**src/rtl/conv_defines.svh**
```systemverilog
`ifndef CONV_DEFINES_SVH
`define CONV_DEFINES_SVH

// frame geometry.
`define CONV_IX 28
`define CONV_IY 28

// kernel geometry.
`define CONV_KX 5
`define CONV_KY 5
`define CONV_TAPS (`CONV_KX * `CONV_KY)

// coefficient index of the bias word.
`define CONV_BIAS_IDX 25

// data widths.
`define CONV_PIX_W 8
`define CONV_COEF_W 8
`define CONV_ACC_W 24

// scale-down applied before saturation.
`define CONV_OUT_SHIFT 7

`endif

```
**src/rtl/conv_pixel_pkg.sv**
```systemverilog
`include "conv_defines.svh"

package conv_pixel_pkg;

    // unsigned grayscale sample.
    typedef logic [`CONV_PIX_W-1:0] pixel_t;

    // output coordinates, top-left of the window.
    typedef logic [4:0] coord_x_t;
    typedef logic [4:0] coord_y_t;

    typedef struct packed {
        pixel_t pix;
    } pixel_beat_t;

    // pix[row][col], row 0 is the oldest line and col 0 the leftmost column.
    typedef struct packed {
        pixel_t [`CONV_KY-1:0][`CONV_KX-1:0] pix;
        coord_x_t                            ox;
        coord_y_t                            oy;
    } window_t;

endpackage

```
**src/rtl/conv_line_buffer.sv**
```systemverilog
`timescale 1ns/10ps
`include "conv_defines.svh"

module conv_line_buffer (
    input  logic                        clk,
    input  logic                        reset_n,
    input  logic                        i_pixel_valid,
    input  conv_pixel_pkg::pixel_beat_t i_pixel,
    output logic                        o_window_valid,
    output conv_pixel_pkg::window_t     o_window
);
    import conv_pixel_pkg::*;

    localparam coord_x_t LAST_COL = coord_x_t'(`CONV_IX - 1);
    localparam coord_y_t LAST_ROW = coord_y_t'(`CONV_IY - 1);
    localparam coord_x_t EDGE_X   = coord_x_t'(`CONV_KX - 1);
    localparam coord_y_t EDGE_Y   = coord_y_t'(`CONV_KY - 1);

    coord_x_t col_cnt;
    coord_y_t row_cnt;

    // previous KY-1 lines, index 0 is the oldest.
    pixel_t   line_mem [`CONV_KY-1][`CONV_IX];
    pixel_t   col_vec  [`CONV_KY];
    window_t  win_q;
    logic     win_full;
    logic     win_valid_q;

    assign win_full = (col_cnt >= EDGE_X) && (row_cnt >= EDGE_Y);

    always_ff @(posedge clk or negedge reset_n) begin
        if (!reset_n) begin
            col_cnt <= '0;
            row_cnt <= '0;
        end else if (i_pixel_valid) begin
            if (col_cnt == LAST_COL) begin
                col_cnt <= '0;
                if (row_cnt == LAST_ROW) begin
                    row_cnt <= '0; // frame done, next strobe starts a new one.
                end else begin
                    row_cnt <= row_cnt + 1'b1;
                end
            end else begin
                col_cnt <= col_cnt + 1'b1;
            end
        end
    end

    // vertical column at the current x, new pixel at the bottom.
    always_comb begin
        for (int k = 0; k < `CONV_KY - 1; k++) begin
            col_vec[k] = line_mem[k][col_cnt];
        end
        col_vec[`CONV_KY-1] = i_pixel.pix;
    end

    always_ff @(posedge clk) begin
        if (i_pixel_valid) begin
            for (int k = 0; k < `CONV_KY - 2; k++) begin
                line_mem[k][col_cnt] <= line_mem[k+1][col_cnt];
            end
            line_mem[`CONV_KY-2][col_cnt] <= i_pixel.pix;
        end
    end

    // window slides left one column per strobe.
    always_ff @(posedge clk) begin
        if (i_pixel_valid) begin
            for (int r = 0; r < `CONV_KY; r++) begin
                for (int c = 0; c < `CONV_KX - 1; c++) begin
                    win_q.pix[r][c] <= win_q.pix[r][c+1];
                end
                win_q.pix[r][`CONV_KX-1] <= col_vec[r];
            end
            win_q.ox <= col_cnt - EDGE_X;
            win_q.oy <= row_cnt - EDGE_Y;
        end
    end

    always_ff @(posedge clk or negedge reset_n) begin
        if (!reset_n) begin
            win_valid_q <= 1'b0;
        end else begin
            win_valid_q <= i_pixel_valid && win_full;
        end
    end

    assign o_window_valid = win_valid_q;
    assign o_window       = win_q;

    a_col_in_range: assert property (
        @(posedge clk) disable iff (!reset_n)
        col_cnt < coord_x_t'(`CONV_IX)
    );

endmodule

```
**config.mk**
```make
export PLATFORM = sky130hd
export DESIGN_NAME = conv_line_buffer
export DESIGN_NICKNAME = d
export VERILOG_FILES = /design/src/rtl/conv_pixel_pkg.sv /design/src/rtl/conv_line_buffer.sv
export VERILOG_INCLUDE_DIRS = /design/src /design/src/rtl
export SDC_FILE = /design/constraint.sdc
export NUM_CORES = 1
export LEC_CHECK = 0
export ABC_AREA = 0
export BUFFER_PORTS_ARGS = -buffer_cell sky130_fd_sc_hd__buf_2
export CORE_MARGIN = 2
export CORE_UTILIZATION = 30
export DETAILED_ROUTE_END_ITERATION = 12
export GPL_TIMING_DRIVEN = 0
export PLACE_DENSITY = 0.53
export SLEW_MARGIN = 20
export SYNTH_ARGS = -nofsm -noshare
export SYNTH_HDL_FRONTEND = slang
export SYNTH_SLANG_ARGS = --single-unit
export TNS_END_PERCENT = 30
```
**constraint.sdc**
```tcl
create_clock -name clk -period 11.16 [get_ports clk]
set_input_delay 2.232 -clock clk [delete_from_list [all_inputs] [get_ports clk]]
set_output_delay 2.232 -clock clk [all_outputs]
set_load 0.02 [all_outputs]
```
==> results.tsv <==
metric	value	unit
grt_pass1_wl	157000	microns
grt_max_degree	105	
finalSetupViolCount	0	
synth_enable_flop_cells	1106	
cts_made_buffers	109	
max_freq	0.210	GHz
syn_inst	1987	
fin_skew	0.0278	ns
drc	0	
regToRegSetupSlack	7.00	ns
cts.repair.resized	0	
r2r_cells	10	
seq_area_frac_synth	80.5	%
yosys.area.top_type	edfxtp_1	
synth.top_cell.area_share	79.9	%
start_util	30.2	%
syn_to_final_growth	20.8	%
syn_avg_cell_area	20.9	sq um
crit_path_frequent_cell	buf_4	
grt_pass1_vias	21578	
dr.first_iter.drc_count	2129	
dieArea	142000	sq um
most-common-layout-cells	edfxtp_1 (1106), mux2i_1 (259), buf_2 (247)	
path_buf_inv	5	
cp_cell_sequence	buf_8, buf_16, clkbuf_1, nand2_1, nor3_2, buf_4, buf_4	
cts_buffer_depth	3	
worstSetupStartpointType	input port	
reg2reg_to	line_mem[3][205]	
instances_no_fill	4339	
layout-drive-gt1-share	29.1	%
cts.clk_slew.worst_paths	0.06	ns
rows	136	
htree_levels	3	
path_delay_family	buffers and inverters	
hold_depth	0	
gp_congestion	0.810	
dp_cells	4137	
grt_overflow	0	
ys_seq_elements	1117	
outcome	finished clean	
path_class	in2reg	
post_drt_via_cell_ratio	4.92	
yosys_most_used_dff	edfxtp_1	
final_nets	2479	
synth_cell_types	53	
first_pass_iters	5	
endpoint_kind	flip-flop	
final_common_cell	edfxtp_1	
relSlewSlack	26.1	%
synth_area_leaders	edfxtp_1 (80%), mux2i_1 (6.2%), mux4_2 (5.2%), o22ai_1 (0.96%), dfrtp_1 (0.66%)	
vdd_drop_max	0.147	mV
vias	21368	
totalWireLength	110000	microns
grt_antenna_before_repair	2	
dieHeight	376	microns
hold_path_class	reg2reg	
wl_per_cell	25.4	microns
core-area	137000	sq um
syn_nets	2012	
grt_util_all_layers	15.3	%
num-fill-cells	12589	
required	11.55	ns
powerDensity	276	nW/um^2
yosys_warnings	0	
port_buffers	221	
finalCritPeriodShare	42.7	%
worstMarginPinSlew	1.11	ns
ant_nets	0	
cp.arrival	5.16	ns
diodes	0	
cts_tree	built	
die-width	376	microns
worst_skew_pair.late_latency	0.71	ns
post-cts-setup-buffers	0	
r2r_start	col_cnt[0]	
hold_violations	0	
async_flop_share	0.985	%
rsz0062_at_grt	false	
cap_violations	0	
synthesis.area	41600	sq um
slowest_delay	0.78	ns
hold_end	o_window[81]	
slowest_stage	nor3_2	
place_hpwl	75600	microns
clock-sinks	1117	
fin_crit	4.76	ns
p_leak	0.0169	uW
hold_buffers	0	
p_total	13900	uW
hp-start	o_window[89]	
ioPinCount	222	
cp_max_fo	95	
cts-root-buf	clkbuf_16	
drv_slew	0	
==> cells in the mapped netlist, types with 11 or more instances <==
library cell and n:
o22ai_1 64, buf_4 33, a21oi_1 31, clkbuf_1 28, dfrtp_1 11, edfxtp_1 1106, o21ai_0 13, a22oi_1 28
nor2_1 34, a211oi_1 21, buf_2 27, nand2_1 38, o211ai_1 20, nand3_1 32, mux2_2 18, nor3_1 13
mux4_2 96, ha_1 14, mux2i_1 259
==> layer usage <==
metal | up-vias | track usage [%] | share of wire (%)
met5 | - | 0 | 0
met4 | 0 | 5.45 | 3.1
li1 | 9146 | - | -
met1 | 11166 | 20.1 | 41
met3 | 181 | 2.49 | 6.5
met2 | 875 | 25.7 | 49
==> kinds of logic after synthesis <==
logic type | after synthesis | synth area share (%)
AND/OR/NAND/NOR | 154 | 1.89
adder cells (fa/ha/maj) | 14 | 0.421
flip-flops | 1117 | 80.5
AO/OA/AOI/OAI | 213 | 3.49
buffers and inverters | 112 | 1.59
XOR/XNOR | 2 | 0.0421
multiplexers | 375 | 12.0
==> per-stage QoR <==
| step | setup TNS (ns) | worst slack, ns | utilization [%] | cell area, sq um | hold slack, ns |
|---|---|---|---|---|---|
| final | 0 | 6.40 | 36.5 | 50300 | 0.434 |
| after global routing | 0 | 6.38 | 36.5 | 50300 | 0.452 |
| after CTS | 0 | 6.51 | 36.5 | 50300 | 0.441 |
| after detailed placement | 0 | 5.76 | 34.0 | 46800 | 0.426 |
| after global placement | -323.62 | -1.21 | 32.7 | 44900 | 0.422 |
| after floorplan | 0 | 5.83 | - | 41600 | 0.473 |
==> worst max-delay path by stage <==
stage	startpoint	slack, ns	cells after the start	end
floorplan	i_pixel_valid	5.83	3	line_mem[0][120]
global placement	i_pixel_valid	-1.21	4	line_mem[1][177]
detailed placement	i_pixel_valid	5.76	7	line_mem[1][104]
CTS	i_pixel_valid	6.51	7	line_mem[1][104]
global route	i_pixel_valid	6.38	7	line_mem[3][205]
finish	i_pixel_valid	6.40	7	line_mem[3][205]
==> area by class of cell <==
cell class                      instances  area, sq um  area share (%)
Tap cell                             1794         2240            4.47
Clock inverter                         70          577            1.15
Timing Repair Buffer                  356         2710            5.40
Clock buffer                          132         2870            5.70
Inverter                               10         37.5          0.0747
Sequential cell                      1117        33500            66.6
Buffer                                102          624            1.24
Multi-Input combinational cell        758         7700            15.3
==> power breakdown <==
part | switching [uW] | internal [uW]
Combinational | 2860 | 1380
Clock | 1560 | 2010
Sequential | 144 | 5920
Total | 4560 | 9320
==> registers in the layout, summed over array words and instances (netlist names) <==
register        count
col_cnt             5
line_mem          896
o_window          210
o_window_valid      1
row_cnt             5
==> worst reg2reg max path, stage by stage, from the launching register on <==
cell and delay [ns]:
dfrtp_1 0.49, buf_6 0.18, buf_6 0.16, buf_4 0.25
inv_1 0.14, clkbuf_1 0.67, ha_1 0.28, nand2_1 0.32
nor3_2 0.78, buf_4 0.34, buf_4 0.23
Note: power is estimated with default switching activity, not from simulation.
