**src/rtl/conv_defines.svh**
```systemverilog
`ifndef CONV_DEFINES_SVH
`define CONV_DEFINES_SVH

// frame geometry.
`define CONV_IX 28
`define CONV_IY 28

// kernel geometry.
`define CONV_KX 5
`define CONV_KY 5
`define CONV_TAPS (`CONV_KX * `CONV_KY)

// coefficient index of the bias word.
`define CONV_BIAS_IDX 25

// data widths.
`define CONV_PIX_W 8
`define CONV_COEF_W 8
`define CONV_ACC_W 24

// scale-down applied before saturation.
`define CONV_OUT_SHIFT 7

`endif

```
**src/rtl/conv_pixel_pkg.sv**
```systemverilog
`include "conv_defines.svh"

package conv_pixel_pkg;

    // unsigned grayscale sample.
    typedef logic [`CONV_PIX_W-1:0] pixel_t;

    // output coordinates, top-left of the window.
    typedef logic [4:0] coord_x_t;
    typedef logic [4:0] coord_y_t;

    typedef struct packed {
        pixel_t pix;
    } pixel_beat_t;

    // pix[row][col], row 0 is the oldest line and col 0 the leftmost column.
    typedef struct packed {
        pixel_t [`CONV_KY-1:0][`CONV_KX-1:0] pix;
        coord_x_t                            ox;
        coord_y_t                            oy;
    } window_t;

endpackage

```
**src/rtl/conv_result_pkg.sv**
```systemverilog
`include "conv_defines.svh"

package conv_result_pkg;

    typedef logic signed [`CONV_COEF_W-1:0] coef_t;

    // idx 0..24 weights in row-major order, 25 is the bias.
    typedef struct packed {
        logic [4:0] idx;
        coef_t      value;
    } coef_wr_t;

    typedef logic signed [`CONV_ACC_W-1:0] acc_t;

    typedef struct packed {
        acc_t                      sum;
        conv_pixel_pkg::coord_x_t  ox;
        conv_pixel_pkg::coord_y_t  oy;
    } acc_beat_t;

    typedef struct packed {
        logic [`CONV_PIX_W-1:0]    value;
        conv_pixel_pkg::coord_x_t  ox;
        conv_pixel_pkg::coord_y_t  oy;
    } result_t;

endpackage

```
**src/rtl/conv_relu_output.sv**
```systemverilog
`timescale 1ns/10ps
`include "conv_defines.svh"

module conv_relu_output (
    input  logic                        clk,
    input  logic                        reset_n,
    input  logic                        i_acc_valid,
    input  conv_result_pkg::acc_beat_t  i_acc,
    output logic                        o_result_valid,
    output conv_result_pkg::result_t    o_result
);
    import conv_result_pkg::*;

    localparam acc_t SAT_MAX = acc_t'((1 << `CONV_PIX_W) - 1);

    acc_t                   shifted;
    logic [`CONV_PIX_W-1:0] value_d;
    result_t                result_q;
    logic                   valid_q;

    always_comb begin
        shifted = i_acc.sum >>> `CONV_OUT_SHIFT;
        if (i_acc.sum[`CONV_ACC_W-1]) begin
            value_d = '0; // relu.
        end else if (shifted > SAT_MAX) begin
            value_d = '1;
        end else begin
            value_d = shifted[`CONV_PIX_W-1:0];
        end
    end

    always_ff @(posedge clk) begin
        result_q.value <= value_d;
        result_q.ox    <= i_acc.ox;
        result_q.oy    <= i_acc.oy;
    end

    always_ff @(posedge clk or negedge reset_n) begin
        if (!reset_n) begin
            valid_q <= 1'b0;
        end else begin
            valid_q <= i_acc_valid;
        end
    end

    assign o_result_valid = valid_q;
    assign o_result       = result_q;

endmodule

```
**config.mk**
```make
export PLATFORM = sky130hd
export DESIGN_NAME = conv_relu_output
export DESIGN_NICKNAME = d
export VERILOG_FILES = /design/src/rtl/conv_pixel_pkg.sv /design/src/rtl/conv_result_pkg.sv /design/src/rtl/conv_relu_output.sv
export VERILOG_INCLUDE_DIRS = /design/src /design/src/rtl
export SDC_FILE = /design/constraint.sdc
export NUM_CORES = 1
export LEC_CHECK = 0
export BUFFER_PORTS_ARGS = -buffer_cell sky130_fd_sc_hd__buf_4
export CAP_MARGIN = 10
export CORE_MARGIN = 5
export CORE_UTILIZATION = 31
export CTS_CLUSTER_DIAMETER = 100
export DETAILED_ROUTE_END_ITERATION = 10
export HOLD_SLACK_MARGIN = 0.06
export PLACE_DENSITY = 0.75
export SLEW_MARGIN = 20
export SYNTH_ARGS = -nofsm -noshare
export SYNTH_HDL_FRONTEND = slang
export SYNTH_SLANG_ARGS = --single-unit
```
**constraint.sdc**
```tcl
create_clock -name clk -period 0.8 [get_ports clk]
set_clock_uncertainty 0.15 [all_clocks]
set_input_delay 0.12 -clock clk [delete_from_list [all_inputs] [get_ports clk]]
set_output_delay 0.12 -clock clk [all_outputs]
set_load 0.005 [all_outputs]
```
==> key figures, run 1 <==
Outcome
  – Status: finished with violations
  – Failing checks: negative hold slack, negative setup slack

Power and ir drop
  – Clock share of power: 0.247
  – IR drop worst, VDD: approximately 0.77 mV
  – PD cells: 1590 mW/mm²
  – Leakage: 0.548 nW
  – Net Sw Frac: 0.204
  – Sw power: approximately 0.37 mW
  – Internal cell power: 1.42 mW
  – Combinational power share: 0.179
  – Share of power burned in registers: 0.574

Floorplanning
  – Std-Cell Rows: 14
  – Die area: about 0.0025 mm²
  – Core outline area: 0.00151 mm²
  – Die X: 49.9 µm
  – Die H: 49.9 µm
  – Top Ports: 56
  – Initial Util: 0.328

Global route
  – Gr usage total: 0.141
  – Initial antenna violation count: 0
  – Total gr overflow: 0
  – Largest net degree at the start of global routing: 11
  – Vias in the first global route: 578
  – Global-route wire length before repair: 2640 µm

Final layout
  – Area Overhead vs Synth: 127%
  – Layout cells sized above 1: 0.660
  – Most common cell after layout, fill and taps aside: buf_4
  – Final #Nets: between 100 and 150
  – Antenna cells: 0
  – Commonest cells after routing, fill and taps aside: buf_4, buf_6, dfxtp_2, dlygate4sd3_1
  – Post-Layout Cell Count: 119
  – Final core utilization: 0.745

Run
  – Maxcap violations: 0

Placed design
  – RePlAce Congestion: 0.662
  – Port bufs: 48
  – Placed insts: 103

Setup path
  – Required @ worst endpoint: 0.53 ns
  – Worst path max stage delay: about 0.39 ns
  – Crit path max-delay family: flip-flops
  – Critical path class: reg2out
  – CP Launch Type: flip-flop
  – CP max FO: 1
  – Critical path endpoint category: output pin
  – CP Buf/Inv Count: 1
  – Crit path DAT: 0.79 ns
  – Worst-path cell chain: buf_6
  – Crit-path slowest cell: dfrtp_1

Min path
  – Min-delay worst type: in2reg

Yosys
  – Seq/Total Area, Yosys: 0.780
  – Post-Syn Area: 494 µm²
  – Post-synthesis cell count: 38
  – Netlist cell types: 6
  – Synthesized area per cell: 13.0 µm²
  – #FFs+latches synth: 19
  – Yosys Warn Count: 0
  – Synthesized Nets: between 70 and 80

Route
  – Vias per cell: 4.48
  – Vias: between 500 and 600
  – DR iter-0 viols: 2
  – Final ANT Viol Nets: 0
  – WL/cell: 14.8 µm
  – DR pass1 iterations: 3
  – DRC viols: 0
  – Post-Route WL: 1760 µm

Clock network
  – Total CTS buffers: 3
  – Clk sink count: 19
  – Clock slew at reported path FFs: ~0.090 ns
  – Root buffer cell: clkbuf_4
  – Clk buf depth: 2
  – TritonCTS clock tree: yes
  – Setup bufs post-CTS: 0
  – CTS hold repair buffers: 12
  – Htree depth: 1

STA
  – Final WS setup: -0.256 ns
  – Final critical-path required period: 1.06 ns
  – Slew HR: 0.876
  – Tcrit/Tclk final: 1.32
  – Setup Viol. Count Final: 19
  – Max Freq: 0.947 GHz
  – Final setup TNS: -3.59 ns
  – Actual slew at the worst max-slew pin: 0.184 ns
  – Unrepaired setup endpoints after global routing: yes
  – Hold WS: -0.113 ns
  – Final Slew Violations: 0
  – Hold Fails Final Rpt: 8
-- through the flow --
| step | setup slack [ns] | hold WS, ns | total power [mW] | instance area (µm²) |
|---|---|---|---|---|
| after detailed placement | -0.236 | -0.254 | 1.28 | 903 |
| after global routing | -0.300 | -0.124 | 1.89 | 1120 |
| final | -0.256 | -0.113 | 1.79 | 1120 |
| after floorplan | -0.114 | -0.326 | 1.07 | 512 |
| after CTS | -0.253 | -0.114 | 1.77 | 1070 |
| after global placement | -0.217 | -0.255 | 1.27 | 903 |
-- metal layers --
metal,routed length (µm),track usage,vias up
met4,17,0.0786,0
met5,0,0,-
met3,207,0.0663,2
met1,758,0.166,231
li1,-,-,255
met2,775,0.208,45
-- registers in the layout, summed over array words and instances, names as in the netlist --
signal / cells
o_result_valid: 1
o_result: 18
-- cells in the mapped netlist, drive strengths merged --
master	count	area [µm²]
inv	8	30.0
clkbuf	1	3.75
dfrtp	1	25.0
dfxtp	18	360
nor4	2	25.0
a31oi	8	50.1
-- layout make-up --
class                      instances  area [µm²]
multi-input combinational         10        92.6
fill                              97         384
tap                               16        20.0
sequential                        19         402
inverter                           8        30.0
clock buffer                       4        26.3
timing repair buffer              62         552
-- path summary, 6_finish.rpt --
path	cells past startpoint	startpoint	end
min	2	i_acc[33]	o_result[13]$_SDFF_PP0_
max in group asynchronous	2	reset_n	o_result_valid$_DFF_PN0_
min in group asynchronous	2	reset_n	o_result_valid$_DFF_PN0_
max	1	o_result_valid$_DFF_PN0_	o_result_valid
-- logic make-up (layout without fill, tap and decap cells) --
group / Yosys count / after routing / share of synthesized area
buf+inv: 9 / 74 / 0.0683
compound gates: 8 / 8 / 0.101
flops: 19 / 19 / 0.780
simple gates: 2 / 2 / 0.0506
-- power by group through the flow --
| stage | clock network [mW] | registers [mW] | logic (mW) |
|---|---|---|---|
| floorplan | 0 | 1.04 | 0.0310 |
| global placement | 0 | 1.03 | 0.238 |
| CTS | 0.459 | 1.01 | 0.298 |
| finish | 0.442 | 1.03 | 0.320 |
| global route | 0.510 | 1.03 | 0.344 |
| detailed placement | 0 | 1.03 | 0.243 |
-- timing repair --
item | in CTS | in global routing
setup endpoints to repair | 19 | 19
hold endpoints to repair | 20 | 9
gates resized for setup | 7 | 21
Power figures use the tool's default switching activity.
==> run 2: changes to the inputs <==
Settings changed: ABC_AREA set to 1, CORE_UTILIZATION 31 to 33, PLACE_DENSITY 0.75 to 0.79, RECOVER_POWER set to 25.
Clock period 0.8 ns to 1.4 ns, I/O delays scaled along.
==> run 2 against run 1 <==
Compared with the run above:
- the run now ends clean
- sequential cell count stayed put
- worst setup slack improved by 0.50 ns
- count of clock-buffer cells in the layout down 1
- sequential power down 44%
- synthesized area is 0.25% lower
- utilization is 1.7 points higher
- hold slack improved by 0.21 ns
- non-clock buffer count rose by 7
- clock power shrank 39%
- critical path type unchanged
- largest cell class unchanged
==> key figures, run 2 <==
Yosys
  – Most used DFF post-synth: dfxtp_1 (unchanged)
  – Xor/xnor share of the synthesized area: 0 (unchanged)
  – Mux contribution to synthesized area: 0 (unchanged)
  – Yosys Warn Count: 0 (unchanged)
  – Post-synthesis cell count: 43 (was 38)
  – Post-Syn Area: 493 µm² (was 494 µm²)
  – Number of synthesized flops with an enable pin: 0 (unchanged)
  – FFs w/ async S/R, synth: 0.0526 (unchanged)
  – #FFs+latches synth: 19 (unchanged)
  – Seq/Total Area, Yosys: 0.782 (was 0.780)
  – Top cells by area, synth: dfxtp_1, a21oi_1, inv_1 (was dfxtp_1, a31oi_1, inv_1)
  – Post-Synth Simple-Gate Area: 0.0685 (was 0.0506)
  – Count leader, synth: dfxtp_1 (unchanged)
  – Most frequent cells after synthesis: dfxtp_1, a21oi_1, inv_1, nor2_1, nand2_1 (was dfxtp_1, a31oi_1, inv_1, nor4_2)
  – Adder-cell share of the synthesized area: 0 (unchanged)
  – Synth top area share: 0.731 (was 0.729)
  – Main combinational cell family by area after synthesis: compound AO/OA/AOI/OAI gates (unchanged)
  – Netlist cell types: 8 (was 6)
  – Complex-gate fraction of the synthesized area: 0.0812 (was 0.101)
  – Synthesized area per cell: 11.5 µm² (was 13.0 µm²)
  – Area leader, netlist: dfxtp_1 (unchanged)
  – Synthesized Nets: 80 (was 75)

Setup path
  – Worst path max stage delay: 0.38 ns (was 0.39 ns)
  – CP Buf/Inv Count: 1 (unchanged)
  – Critical path class: reg2out (unchanged)
  – CP max FO: 1 (unchanged)
  – Critical path endpoint category: output pin (unchanged)
  – WP depth: 1 (unchanged)
  – Worst-path cell chain: buf_4 (was buf_6)
  – Required @ worst endpoint: 1.04 ns (was 0.53 ns)
  – Crit path max-delay family: flip-flops (unchanged)
  – CP Launch Type: flip-flop (unchanged)
  – Crit-path slowest cell: dfrtp_1 (unchanged)
  – Crit path DAT: 0.80 ns (was 0.79 ns)

Placed design
  – Port bufs: 48 (unchanged)
  – RePlAce Congestion: 0.603 (was 0.662)
  – DPL Wire Length: 1100 µm

STA
  – Final Slew Violations: 0 (unchanged)
  – Slew HR: 0.871 (was 0.876)
  – Actual slew at the worst max-slew pin: 0.193 ns (was 0.184 ns)
  – Unrepaired setup endpoints after global routing: no (was yes)
  – Hold Fails Final Rpt: 0 (was 8)
  – Hold WS: 0.0925 ns (was -0.113 ns)
  – Tcrit/Tclk final: 0.827
  – Final setup TNS: 0 ns (was -3.59 ns)
  – Setup Viol. Count Final: 0 (was 19)
  – Final critical-path required period: 1.16 ns
  – Max Freq: 0.864 GHz

Clock network
  – Clk buf depth: 2 (unchanged)
  – Clk sink count: 19 (unchanged)
  – Total CTS buffers: 3 (unchanged)
  – TritonCTS clock tree: yes (unchanged)
  – Root buffer cell: clkbuf_4 (unchanged)
  – Clock slew at reported path FFs: 0.10 ns (was 0.09 ns)
  – Htree depth: 1 (unchanged)
  – Setup bufs post-CTS: 0 (unchanged)

Floorplanning
  – Std-Cell Rows: 14 (unchanged)
  – Die area: 0.00237 mm² (was 0.00249 mm²)
  – Top Ports: 56 (unchanged)
  – Die X: 48.7 µm (was 49.9 µm)
  – Initial Util: 0.339 (was 0.328)
  – Die H: 48.7 µm (was 49.9 µm)
  – Core outline area: 0.00145 mm² (was 0.00151 mm²)

Min path
  – Min-delay worst type: in2async (was in2reg)

Route
  – DR pass1 iterations: 2 (was 3)
  – DRC viols: 0 (unchanged)
  – Vias per cell: 4.20 (was 4.48)
  – DR iter-0 viols: 1 (was 2)
  – Post-Route WL: 1780 µm (was 1760 µm)
  – Final ANT Viol Nets: 0 (unchanged)
  – WL/cell: 13.6 µm (was 14.8 µm)
  – Vias: 550 (was 533)

Global route
  – Gr usage total: 0.154 (was 0.141)
  – Global-route wire length before repair: 2770 µm (was 2640 µm)
  – Initial antenna violation count: 0 (unchanged)
  – Largest net degree at the start of global routing: 12 (was 11)
  – Vias in the first global route: 587 (was 578)
  – Total gr overflow: 0 (unchanged)

Final layout
  – Area Overhead vs Synth: 125% (was 127%)
  – Final #Nets: 153 (was 141)
  – Fillcell total: 89 (was 97)
  – Antenna cells: 0 (unchanged)
  – Most common cell after layout, fill and taps aside: buf_4 (unchanged)
  – Max reg flops: 18 (unchanged)
  – Commonest cells after routing, fill and taps aside: buf_4, dlygate4sd3_1, dfxtp_1, clkbuf_4 (was buf_4, buf_6, dfxtp_2, dlygate4sd3_1)
  – Layout cells sized above 1: 0.461 (was 0.660)

Power and ir drop
  – PD cells: 926 mW/mm² (was 1590 mW/mm²)
  – Leakage: 0.564 nW (was 0.548 nW)
  – IR drop worst, VDD: 0.551 mV (was 0.768 mV)

Outcome
  – Status: complete, no violations (was finished with violations)

Run
  – Maxcap violations: 0 (unchanged)
run 2: cell families (layout without fill, tap and decap cells):
| logic type | after synthesis | after routing |
|---|---|---|
| buffers and inverters | 9 | 81 |
| AND/OR/NAND/NOR | 7 | 7 |
| flip-flops | 19 | 19 |
| AO/OA/AOI/OAI | 8 | 8 |
run 2: metal layers:
| metal | up-vias | share of wire | track usage |
|---|---|---|---|
| met5 | - | 0 | 0 |
| met3 | 2 | 0.13 | 0.0736 |
| met1 | 234 | 0.36 | 0.152 |
| met2 | 42 | 0.50 | 0.276 |
| met4 | 0 | 0.011 | 0.0538 |
| li1 | 272 | - | - |
run 2: repair_timing:
action	4_1_cts	5_1_grt
hold buffers	21	0
endpoints found under the hold margin	20	0
gates resized for setup	0	0
run 2: layout make-up:
class                      count  area (µm²)  area share
timing repair buffer          69         571       0.515
sequential                    19         385       0.348
multi-input combinational     15        73.8      0.0667
inverter                       8        30.0      0.0271
clock buffer                   3        22.5      0.0203
tap                           16        20.0      0.0181
clock inverter                 1        5.00     0.00452
run 2: metrics by stage:
| step | power [mW] | util | area, µm² | std cells | setup WS [ns] |
|---|---|---|---|---|---|
| 5_1_grt | 1.07 | 0.762 | 1110 | 131 | 0.216 |
| 2_1_floorplan | 0.609 | - | 493 | 43 | 0.511 |
| 3_3_place_gp | 0.713 | 0.598 | 870 | 106 | 0.327 |
| 3_5_place_dp | 0.718 | 0.598 | 870 | 106 | 0.293 |
| 6_report | 1.03 | 0.762 | 1110 | 131 | 0.243 |
| 4_1_cts | 1.03 | 0.762 | 1110 | 131 | 0.237 |
run 2: worst max-delay path by stage:
stage,start,endpoint,slack [ns]
2_1_floorplan,i_acc[32],o_result[10]$_SDFF_PP0_,0.51
3_3_place_gp,i_acc[32],o_result[13]$_SDFF_PP0_,0.33
3_5_place_dp,i_acc[27],o_result[10]$_SDFF_PP0_,0.29
4_1_cts,o_result_valid$_DFF_PN0_,o_result_valid,0.24
5_1_grt,o_result_valid$_DFF_PN0_,o_result_valid,0.22
6_report,o_result_valid$_DFF_PN0_,o_result_valid,0.24
run 2: power by group:
part           internal [mW]  switching (mW)  leakage [nW]
clock network          0.106           0.164        0.0177
logic                  0.126          0.0488         0.383
registers              0.570         0.00944         0.164
